### config.mk
export PLATFORM = sky130hd
export DESIGN_NAME = dnc_write_gate
export DESIGN_NICKNAME = d
export VERILOG_FILES = /design/src/ntm_ctrl_pkg.sv /design/src/ntm_math_pkg.sv /design/src/dnc_write_gate.sv /design/src/ntm_scalar_logistic_function.sv /design/src/ntm_scalar_reciprocal.sv /design/src/ntm_scalar_exponentiator.sv
export SDC_FILE = /design/constraint.sdc
export NUM_CORES = 1
export LEC_CHECK = 0
export BUFFER_PORTS_ARGS = -buffer_cell sky130_fd_sc_hd__buf_4
export CAP_MARGIN = 20
export CORE_MARGIN = 5
export CORE_UTILIZATION = 58
export DETAILED_ROUTE_END_ITERATION = 6
export PLACE_DENSITY = 0.75
export SLEW_MARGIN = 20
export SYNTH_ARGS = -nofsm -noshare
export SYNTH_HDL_FRONTEND = slang
export SYNTH_SLANG_ARGS = --single-unit
### constraint.sdc
create_clock -name clk -period 6.2 [get_ports clk]
set_clock_uncertainty 0.05 [all_clocks]
set_input_delay 0.31 -clock clk [delete_from_list [all_inputs] [get_ports clk]]
set_output_delay 0.31 -clock clk [all_outputs]
set_load 0.1 [all_outputs]
### src/ntm_ctrl_pkg.sv
// State encodings for the sequencers; literals carry a prefix since both share one scope
package ntm_ctrl_pkg;

  //////////////////////////////////////////////////
  // Sequencer states
  //////////////////////////////////////////////////

  // Sigmoid sequencer
  typedef enum logic [1:0] {
    LGS_IDLE,
    LGS_EXP,
    LGS_RECIP,
    LGS_DONE
  } logistic_state_e;

  // Restoring divider
  typedef enum logic [1:0] {
    RCP_IDLE,
    RCP_SHIFT,
    RCP_DONE
  } recip_state_e;

endpackage

### src/ntm_math_pkg.sv
// Q.16 fixed point only; fraction width is fixed here and is not a module parameter
package ntm_math_pkg;

  //////////////////////////////////////////////////
  // Fixed-point format
  //////////////////////////////////////////////////

  // Fraction bits of every scalar
  localparam int FRACT_SIZE = 16;

  // 1.0 in the same format
  localparam int ONE_Q = 1 << FRACT_SIZE;

  // log2(e) scaled by 2^16
  localparam int LOG2E_Q = 94548;

  //////////////////////////////////////////////////
  // Exponent result flags
  //////////////////////////////////////////////////

  typedef struct packed {
    // Result too large for DATA_SIZE
    logic saturated;
    // Result below 2^-16 and forced to zero
    logic underflow;
  } exp_flags_t;

endpackage
### src/dnc_write_gate.sv
// gw_in must stay inside +/- 2^(DATA_SIZE-18); a start while busy is ignored
module dnc_write_gate #(
  parameter int DATA_SIZE = 32
) (
  input  logic                        clk,
  input  logic                        rst,

  // Control
  input  logic                        start,
  output logic                        ready,

  // Data
  input  logic signed [DATA_SIZE-1:0] gw_in,
  output logic        [DATA_SIZE-1:0] gw_out
);

  //////////////////////////////////////////////////
  // Write gate gw = sigmoid(raw gw)
  //////////////////////////////////////////////////

  // Timing is that of the sigmoid unit
  ntm_scalar_logistic_function #(
    .DATA_SIZE(DATA_SIZE)
  ) ntm_scalar_logistic_function_i (
    .clk     (clk),
    .rst     (rst),
    .start   (start),
    .ready   (ready),
    .data_in (gw_in),
    .data_out(gw_out)
  );

endmodule

### src/ntm_scalar_logistic_function.sv
// sigmoid(x) = 1 / (1 + exp(-x)) in Q.16; latency varies, so wait for ready
module ntm_scalar_logistic_function
  import ntm_math_pkg::*;
  import ntm_ctrl_pkg::*;
#(
  parameter int DATA_SIZE = 32
) (
  input  logic                        clk,
  input  logic                        rst,
  input  logic                        start,
  output logic                        ready,
  input  logic signed [DATA_SIZE-1:0] data_in,
  output logic        [DATA_SIZE-1:0] data_out
);

  logistic_state_e             state;
  logic signed [DATA_SIZE-1:0] neg_in;

  // Exponentiator side
  logic                 exp_start;
  logic                 exp_ready;
  logic [DATA_SIZE-1:0] exp_data;
  exp_flags_t           exp_flags;

  // Reciprocal side
  logic                 rcp_start;
  logic                 rcp_ready;
  logic [DATA_SIZE-1:0] rcp_den;
  logic [DATA_SIZE-1:0] rcp_quot;

  // exp_data holds until the next exponent start
  assign rcp_den = exp_data + DATA_SIZE'(ONE_Q);

  //////////////////////////////////////////////////
  // Sequencer
  //////////////////////////////////////////////////

  always_ff @(posedge clk) begin
    if (rst) begin
      state     <= LGS_IDLE;
      ready     <= 1'b0;
      exp_start <= 1'b0;
      rcp_start <= 1'b0;
    end else begin
      ready     <= 1'b0;
      exp_start <= 1'b0;
      rcp_start <= 1'b0;
      case (state)
        LGS_IDLE: begin
          if (start) begin
            exp_start <= 1'b1;
            state     <= LGS_EXP;
          end
        end
        LGS_EXP: begin
          if (exp_ready) begin
            // Huge exp(-x) means sigmoid is 0, skip the divider
            if (exp_flags.saturated) begin
              ready <= 1'b1;
              state <= LGS_DONE;
            end else begin
              rcp_start <= 1'b1;
              state     <= LGS_RECIP;
            end
          end
        end
        LGS_RECIP: begin
          if (rcp_ready) begin
            ready <= 1'b1;
            state <= LGS_DONE;
          end
        end
        LGS_DONE: begin
          state <= LGS_IDLE;
        end
        default: begin
          state <= LGS_IDLE;
        end
      endcase
    end
  end

  // Operand and result registers
  always_ff @(posedge clk) begin
    if (state == LGS_IDLE && start) begin
      neg_in <= -data_in;
    end
    if (state == LGS_EXP && exp_ready && exp_flags.saturated) begin
      data_out <= '0;
    end
    if (state == LGS_RECIP && rcp_ready) begin
      data_out <= rcp_quot;
    end
  end

  //////////////////////////////////////////////////
  // Arithmetic units
  //////////////////////////////////////////////////

  ntm_scalar_exponentiator #(
    .DATA_SIZE(DATA_SIZE)
  ) ntm_scalar_exponentiator_i (
    .clk     (clk),
    .rst     (rst),
    .start   (exp_start),
    .data_in (neg_in),
    .ready   (exp_ready),
    .data_out(exp_data),
    .flags   (exp_flags)
  );

  ntm_scalar_reciprocal #(
    .DATA_SIZE(DATA_SIZE)
  ) ntm_scalar_reciprocal_i (
    .clk        (clk),
    .rst        (rst),
    .start      (rcp_start),
    .denominator(rcp_den),
    .ready      (rcp_ready),
    .quotient   (rcp_quot)
  );

  // Result strobe only from the final state
  assert property (@(posedge clk) disable iff (rst)
    ready |-> state == LGS_DONE);

endmodule

### src/ntm_scalar_reciprocal.sv
// Computes floor(2^32 / denominator); denominator must be at least 1.0 and start only when idle
module ntm_scalar_reciprocal
  import ntm_math_pkg::*;
  import ntm_ctrl_pkg::*;
#(
  parameter int DATA_SIZE = 32
) (
  input  logic                 clk,
  input  logic                 rst,
  input  logic                 start,
  input  logic [DATA_SIZE-1:0] denominator,
  output logic                 ready,
  output logic [DATA_SIZE-1:0] quotient
);

  localparam int CNT_W = $clog2(DATA_SIZE);

  // 1.0 in Q.32 as a double-width dividend
  localparam logic [2*DATA_SIZE-1:0] DIVIDEND = (2*DATA_SIZE)'(1) << (2*FRACT_SIZE);

  recip_state_e         state;
  logic [CNT_W-1:0]     cnt;
  logic [DATA_SIZE-1:0] den_q;
  // Partial remainder, always below den_q
  logic [DATA_SIZE-1:0] rem_q;
  // Dividend bits shift out the top, quotient bits shift in the bottom
  logic [DATA_SIZE-1:0] acc_q;
  logic [DATA_SIZE:0]   trial;
  logic [DATA_SIZE:0]   diff;
  logic                 q_bit;

  //////////////////////////////////////////////////
  // Restoring step
  //////////////////////////////////////////////////

  assign trial = {rem_q, acc_q[DATA_SIZE-1]};
  assign diff  = trial - {1'b0, den_q};
  // No borrow means the subtraction is kept
  assign q_bit = ~diff[DATA_SIZE];

  //////////////////////////////////////////////////
  // Control
  //////////////////////////////////////////////////

  always_ff @(posedge clk) begin
    if (rst) begin
      state <= RCP_IDLE;
      ready <= 1'b0;
      cnt   <= '0;
    end else begin
      ready <= 1'b0;
      case (state)
        RCP_IDLE: begin
          if (start) begin
            state <= RCP_SHIFT;
            cnt   <= CNT_W'(DATA_SIZE - 1);
          end
        end
        RCP_SHIFT: begin
          // One quotient bit per cycle
          if (cnt == '0) begin
            state <= RCP_DONE;
            ready <= 1'b1;
          end else begin
            cnt <= cnt - 1'b1;
          end
        end
        RCP_DONE: begin
          state <= RCP_IDLE;
        end
        default: begin
          state <= RCP_IDLE;
        end
      endcase
    end
  end

  // Datapath
  always_ff @(posedge clk) begin
    if (state == RCP_IDLE && start) begin
      den_q <= denominator;
      // Upper dividend part is already below any legal denominator
      rem_q <= DIVIDEND[2*DATA_SIZE-1:DATA_SIZE];
      acc_q <= DIVIDEND[DATA_SIZE-1:0];
    end else if (state == RCP_SHIFT) begin
      rem_q <= q_bit ? diff[DATA_SIZE-1:0] : trial[DATA_SIZE-1:0];
      acc_q <= {acc_q[DATA_SIZE-2:0], q_bit};
      if (cnt == '0) begin
        quotient <= {acc_q[DATA_SIZE-2:0], q_bit};
      end
    end
  end

  // Denominator range keeps the quotient and first remainder in bounds
  assert property (@(posedge clk) disable iff (rst)
    start |-> denominator >= DATA_SIZE'(ONE_Q));

  // Sequencer never restarts a running division
  assert property (@(posedge clk) disable iff (rst)
    start |-> state == RCP_IDLE);

endmodule

### src/ntm_scalar_exponentiator.sv
// Input must stay inside +/- 2^(DATA_SIZE-18); linear mantissa only, no rounding
module ntm_scalar_exponentiator
  import ntm_math_pkg::*;
#(
  parameter int DATA_SIZE = 32
) (
  input  logic                        clk,
  input  logic                        rst,
  input  logic                        start,
  input  logic signed [DATA_SIZE-1:0] data_in,
  output logic                        ready,
  output logic        [DATA_SIZE-1:0] data_out,
  output exp_flags_t                  flags
);

  // Full product, then product >>> 16, then integer part k
  localparam int PROD_W = DATA_SIZE + 18;
  localparam int P_W    = PROD_W - FRACT_SIZE;
  localparam int K_W    = P_W - FRACT_SIZE;
  localparam int SH_W   = $clog2(DATA_SIZE);

  localparam logic signed [PROD_W-1:0] LOG2E_W = PROD_W'(LOG2E_Q);
  // Smallest k whose result no longer fits
  localparam logic signed [K_W-1:0]    SAT_K   = K_W'(DATA_SIZE - 18);
  // Below this k the result is under 2^-16
  localparam logic signed [K_W-1:0]    UNF_K   = K_W'(-FRACT_SIZE);

  logic signed [PROD_W-1:0] prod;
  logic signed [P_W-1:0]    p_q;
  logic                     p_valid;
  logic signed [K_W-1:0]    k;
  logic signed [K_W-1:0]    neg_k;
  logic [FRACT_SIZE-1:0]    f;
  logic [DATA_SIZE-1:0]     mant;
  exp_flags_t               flags_d;

  //////////////////////////////////////////////////
  // Stage 1 product x * log2(e)
  //////////////////////////////////////////////////

  assign prod = PROD_W'(data_in) * LOG2E_W;

  //////////////////////////////////////////////////
  // Stage 2 split into 2^k * (1 + f)
  //////////////////////////////////////////////////

  // Floor of p / 2^16 and its fraction
  assign k     = p_q[P_W-1:FRACT_SIZE];
  assign f     = p_q[FRACT_SIZE-1:0];
  assign neg_k = -k;

  // Mitchell mantissa
  assign mant = DATA_SIZE'(ONE_Q) + DATA_SIZE'(f);

  assign flags_d.saturated = (k >= SAT_K);
  assign flags_d.underflow = (k < UNF_K);

  // Pipeline valid and result strobe
  always_ff @(posedge clk) begin
    if (rst) begin
      p_valid <= 1'b0;
      ready   <= 1'b0;
    end else begin
      p_valid <= start;
      ready   <= p_valid;
    end
  end

  always_ff @(posedge clk) begin
    if (start) begin
      p_q <= prod[PROD_W-1:FRACT_SIZE];
    end
    if (p_valid) begin
      flags <= flags_d;
      if (flags_d.saturated) begin
        // Clamp to full scale
        data_out <= '1;
      end else if (flags_d.underflow) begin
        data_out <= '0;
      end else if (k[K_W-1]) begin
        data_out <= mant >> neg_k[SH_W-1:0];
      end else begin
        data_out <= mant << k[SH_W-1:0];
      end
    end
  end

  // Each result carries at most one range flag
  assert property (@(posedge clk) disable iff (rst)
    ready |-> !(flags.saturated && flags.underflow));

endmodule

==> flow_summary.json, run 1 <==
{
  "status": "finished clean",
  "dpl_cell_area_um2": 24200,
  "yosysMostFrequentCell": "inv_1",
  "dp_slack_ps": -388,
  "pin_count": 68,
  "fmaxAchievable_mhz": 164,
  "rows": 72,
  "clock_path_buffers": 3,
  "drt_iter0_markers": 824,
  "die_h_um": 208,
  "grt_use_total_pct": 21.3,
  "cp-startpoint": "ntm_scalar_logistic_function_i.neg_in[9]",
  "fp.coreArea_um2": 38700,
  "dieArea_um2": 43300,
  "finalMaxSlewViolations": 0,
  "fin_crit_sh_pct": 98.4,
  "n_antenna_cell": 0,
  "ant_nets": 0,
  "synthCells": 2318,
  "synth_area_per_cell_um2": 9.81,
  "drt-total-wl_mm": 47.0,
  "antenna_found_initial": 0,
  "path_class": "flip-flop to flip-flop",
  "hold_ws_ps": 33.5,
  "ys_warn_count": 0,
  "rrSetupSlack_ps": 100,
  "synth_common_cells": "inv_1 (423), ha_1 (239), edfxtp_1 (195)",
  "grt_pass1_vias": 16429,
  "synth-seq-cells": 274,
  "yosysSeqAreaShare_pct": 32.7,
  "drive_gt1_share_pct": 11.1,
  "worstMarginPinSlew_ps": 992,
  "min_path_type": "input pin to flip-flop",
  "netlist.area_leader.share_pct": 25.8,
  "cts_sinks": 274,
  "multi_input_area_um2": 13600,
  "drcViolationCount": 0,
  "period_needed_ps": 6100,
  "grt_max_degree": 94,
  "hp-start": "gw_in[27]",
  "end_kind": "flip-flop",
  "maxSlewHeadroom_pct": 33.9,
  "htreeDepth": 1,
  "num-nets-final": 2905,
  "dr.pass1.iters": 5,
  "tritoncts": "done",
  "synth_area_leaders": "edfxtp_1 (26%), fa_1 (16%), ha_1 (13%)",
  "worst_setup_path_start_kind": "flip-flop",
  "hold_path_depth": 2,
  "clock_latency_ps": 580,
  "synth_edf_count": 195,
  "max_cap_violations": 0,
  "seqCellArea_um2": 7440,
  "initial_core_util_pct": 58.7,
  "cts_root_buffer": "clkbuf_16",
  "port_buffers": 67,
  "netlist_area_um2": 22700,
  "synth-async-reset-ratio_pct": 0,
  "cts_buffers": 30,
  "ys_types": 71,
  "dp_hpwl_mm": 36.2,
  "grt_overflow": 0,
  "hold_viol_final": 0,
  "ys.flop_type": "edfxtp_1",
  "area_growth_pct": 13.1,
  "synth_top_area_cell": "edfxtp_1",
  "die_w_um": 208,
  "place.gp.congestion": 0.932,
  "wl_per_cell_um": 15.7,
  "cp.arrival_ps": 6360,
  "rr_worst_depth": 21,
  "r2r-start": "ntm_scalar_logistic_function_i.neg_in[9]",
  "finalInstanceArea_um2": 25700,
  "finalSetupViolations": 0,
  "clk_pin_slew_ps": 60,
  "cp_max_fo": 3,
  "syn_nets": 2772,
  "rsz0062_at_grt": "true",
  "timing.final.ws_setup_ps": 100,
  "grt_first_pass_wirelength_mm": 78.6,
  "route.vias.total": 16284,
  "vias_per_cell": 5.44,
  "hold_end": "ntm_scalar_logistic_function_i.neg_in[27]",
  "fillers": 2953,
  "crit_required_ps": 6460
}
## critical path: stages (launching register included)
cell      delay [ps]
edfxtp_1         380
inv_1             80
buf_4            150
fa_1             530
inv_1             50
ha_1             290
fa_1             560
fa_1             450
fa_1             550
inv_1             60
fa_1             540
inv_1             50
ha_1             330
a21oi_1          250
o21ai_2          120
a32o_2           270
o21ai_4          200
a21oi_4           90
o21a_1           230
o21ba_2          210
o211ai_1         250
o311ai_2         150
## worst max path at each step
| stage | end | slack [ps] | cells after the start |
|---|---|---|---|
| final | flip-flop | 100 | 21 |
| after global routing | flip-flop | -100 | 21 |
| after global placement | flip-flop | -140 | 21 |
| after CTS | flip-flop | 4 | 21 |
| after detailed placement | flip-flop | -390 | 21 |
| after floorplan | flip-flop | 6 | 21 |
## placed cells by master (no fill, tap or decap), types with 14 or more instances in the layout
master,n
dfxtp_1,79
xnor2_1,80
inv_1,408
a211oi_1,20
xor2_1,44
o21ai_0,81
inv_2,14
a21o_1,27
and3_1,42
edfxtp_1,195
nor2b_1,26
a21oi_1,185
buf_4,144
fa_1,177
nor2_1,123
nand2_1,165
nor3_1,37
clkbuf_16,32
mux2i_1,38
o21a_1,14
nand3_1,29
ha_1,229
dlygate4sd3_1,31
nand4_1,16
## cell families (layout without fill, tap and decap cells)
logic type | Yosys count | count (layout) | share of synthesized area, %
adders and majority gates | 419 | 419 | 29.0
xor gates and xnor gates | 124 | 124 | 4.78
DFF | 274 | 274 | 32.7
buffers and inverters | 501 | 658 | 8.33
and+or+nand+nor | 501 | 501 | 10.3
AOI/OAI and AO/OA | 445 | 445 | 12.0
muxes | 54 | 54 | 2.91
## layout make-up
cell class              count  share of cell area, %
clock buffers              43                   3.47
clock inverters            13                  0.443
inverters                 427                   6.24
multi-input cells        1543                   53.0
flip-flops and latches    274                   28.9
well taps                 518                   2.52
repair buffers            175                   5.41
## stage by stage
step,utilization [%],TNS [ps],cells
detailed placement,62.4,-2230,2902
global placement,62.4,-298,2902
finish,66.4,0,2993
CTS,65.9,0,2989
floorplan,-,0,2318
global route,66.4,-113,2993
## layer usage
metal	track usage (%)	vias up	wire (um)
met4	5.50	0	1320
met2	38.4	317	24100
met3	3.15	95	1860
met1	27.1	7790	19700
li1	-	8082	-
met5	0	-	0
## repair_timing
action / CTS / global route
setup buffers: 0 / 4
setup endpoints to repair: 18 / 19
hold buffers: 31 / 0
pin swaps: 6 / 37
cloned: 0 / 0
endpoints found under the hold margin: 44 / 0
gates resized for setup: 15 / 46
Power of run 1 is left out: the tool's default activity adds up to more than one toggle a clock period on the data nets, which glitch-free logic cannot reach.
==> run 2, diff against run 1 <==
ABC_AREA = 1   (was not set)
CORE_UTILIZATION = 40   (was 58)
PLACE_DENSITY = 0.54   (was 0.75)
==> run 2 against run 1 <==
Routed wire length rose by 31%. Maximum frequency up 2.6%. Sequential share of layout area is 2.1 points lower. Count of clock-buffer cells in the layout up 7. Global-route usage is 3.0 points lower. Hold slack lost 2.3 ps. Die area rose by 57%. Via count grew 17%. Critical path type unchanged. Highest routed layer unchanged.
==> flow_summary.json, run 2 <==
{
  "hp-start": "gw_in[19]",
  "clock_latency_ps": 560,
  "cts_root_buffer": "clkbuf_16",
  "netlist_area_um2": 25100,
  "num-nets-final": 3587,
  "drt_iter0_markers": 1239,
  "synth_edf_count": 195,
  "setup_tns_ps": 0,
  "pin_count": 68,
  "synth_top_area_cell": "edfxtp_1",
  "initial_core_util_pct": 40.5,
  "maxSlewHeadroom_pct": 31.7,
  "port_buffers": 67,
  "cts_sinks": 274,
  "netlist.area_leader.share_pct": 23.3,
  "fp.coreArea_um2": 61900,
  "grt_use_total_pct": 18.3,
  "area_growth_pct": 10.4,
  "synth_xor_area_share_pct": 3.87,
  "fin_crit_sh_pct": 95.9,
  "dieArea_um2": 67800,
  "clock_path_buffers": 3,
  "fillers": 6189,
  "period_needed_ps": 5940,
  "min_path_type": "input pin to flip-flop",
  "max_cap_violations": 0,
  "ys.flop_type": "edfxtp_1",
  "path_class": "flip-flop to flip-flop",
  "synth_top_family_by_area": "adder cells",
  "worst_setup_path_start_kind": "flip-flop",
  "cp.arrival_ps": 6180,
  "end_kind": "flip-flop",
  "grt_pass1_vias": 19465,
  "crit_top_cell": "fa_1",
  "synth.mux.area_fraction_pct": 0.319,
  "fmaxAchievable_mhz": 168,
  "ys_warn_count": 0,
  "antenna_found_initial": 0,
  "ant_nets": 0,
  "crit_chain": "inv_1, fa_1, inv_1, ha_1, fa_1, fa_1, fa_1, inv_1, fa_1, inv_1, ha_1, nand2_1, nand2_1, a31oi_1, a21boi_1, o21ai_0, nand2_1, nand4_1, xor2_1",
  "yosysMostFrequentCell": "inv_1",
  "die_h_um": 260,
  "cts_setup_buffers": 0,
  "status": "finished clean",
  "max_stage_delay_ps": 590,
  "slowest_stage": "fa_1",
  "route.vias.total": 19093,
  "finalMaxSlewViolations": 0,
  "grt_first_pass_wirelength_mm": 101,
  "grt_overflow": 0,
  "grt_max_degree": 89,
  "place.gp.congestion": 0.941,
  "vias_per_cell": 4.78,
  "clk_pin_slew_ps": 60,
  "synth_area_per_cell_um2": 8.22,
  "layout_commonest_cell": "inv_1",
  "synth_common_cells": "inv_1 (700), nand2_1 (591), ha_1 (239), nor2_1 (239), edfxtp_1 (195)",
  "worstMarginPinSlew_ps": 1020,
  "htreeDepth": 2,
  "synth_area_leaders": "edfxtp_1 (23%), fa_1 (14%), ha_1 (12%)",
  "drt-total-wl_mm": 61.7,
  "cp-startpoint": "ntm_scalar_logistic_function_i.neg_in[15]",
  "synth-seq-cells": 274,
  "hold_viol_final": 0,
  "layout_common_cells": "inv_1 (700), nand2_1 (591), ha_1 (239)",
  "cp_max_fo": 6,
  "synthCells": 3051,
  "drcViolationCount": 0,
  "die_w_um": 260,
  "syn_nets": 3505,
  "synth_fa_ha_area_share_pct": 26.3,
  "dr.pass1.iters": 5,
  "rrSetupSlack_ps": 260,
  "ys_types": 57,
  "n_antenna_cell": 0,
  "crit_required_ps": 6430,
  "wl_per_cell_um": 15.4,
  "drive_gt1_share_pct": 8.45,
  "r2r-start": "ntm_scalar_logistic_function_i.neg_in[15]",
  "finalSetupViolations": 0,
  "yosysSeqAreaShare_pct": 29.6,
  "dp_hpwl_mm": 51.6,
  "rsz0062_at_grt": "false",
  "synth_compound_area_share_pct": 8.18,
  "cts_buffers": 35,
  "tritoncts": "done",
  "rows": 91,
  "synth-async-reset-ratio_pct": 0,
  "yosys.area_share.simple_pct": 19.6
}
==> run 2: cell count changes in the layout (fill, tap and decap cells not counted), sizes merged, moves of 27 or more <==
cell	delta
nand2	+459
inv	+294
nor2	+119
nand3	+115
buf	-51
xnor2	-45
a21oi	-40
o21ai	+40
and3	-39
xor2	+32
mux2i	-30
nor2b	-27
==> run 2: what timing repair did <==
item | CTS | global route
hold buffers | 8 | 0
setup endpoints to repair | 0 | 1
gates resized for setup | 0 | 1
hold endpoints to repair | 15 | 0
==> run 2: area by class of cell <==
class                           instances  area [um2]  share of cell area [%]
Clock buffer                           50         972                    3.51
Tap cell                              837        1050                    3.78
Sequential cell                       274        7440                    26.9
Timing Repair Buffer                  101         778                    2.81
Multi-Input combinational cell       2007       14600                    52.9
Inverter                              714        2680                    9.68
Clock inverter                         13         139                   0.501
==> run 2: routing by layer <==
metal | vias to the layer above | global-route usage, % | routed length (um)
met4 | 0 | 5.37 | 1710
met3 | 88 | 2.08 | 2270
met1 | 8943 | 23.9 | 27500
met5 | - | 0 | 0
met2 | 340 | 32.1 | 30200
li1 | 9722 | - | -
==> run 2: stage by stage <==
step           hold slack (ps)  std cells  setup WS [ps]  cell area [um2]  util (%)
2_1_floorplan              337       3051           1040            25100         -
3_3_place_gp               357       3925            209            26500      42.8
3_5_place_dp               355       3925            188            26500      42.8
4_1_cts                   1.12       3996            175            27700      44.7
5_1_grt                   19.4       3996           9.99            27700      44.7
6_report                  31.2       3996            256            27700      44.7
==> run 2: final timing paths <==
path | cells past startpoint | to
setup reg to reg | 19 | flip-flop
setup / recovery | 19 | flip-flop
hold / removal | 2 | ntm_scalar_logistic_function_i.neg_in[19]
hold reg to reg | 0 | flip-flop
==> run 2: critical path: cells and delay by family, from the launching register on <==
kind,cells,cell delay (ps)
fa+ha+maj,7,3390
compound gates,3,790
flops,1,540
simple gates,4,370
buf+inv,4,370
xor+xnor,1,150
==> run 2: logic make-up after synthesis <==
kind of cell / Yosys count
buffers and inverters: 770
XOR/XNOR: 111
flip-flops: 274
AND/OR/NAND/NOR: 1110
adder cells (fa/ha/maj): 419
multiplexers: 8
AO/OA/AOI/OAI: 359
Power of run 2 is left out for the same reason.
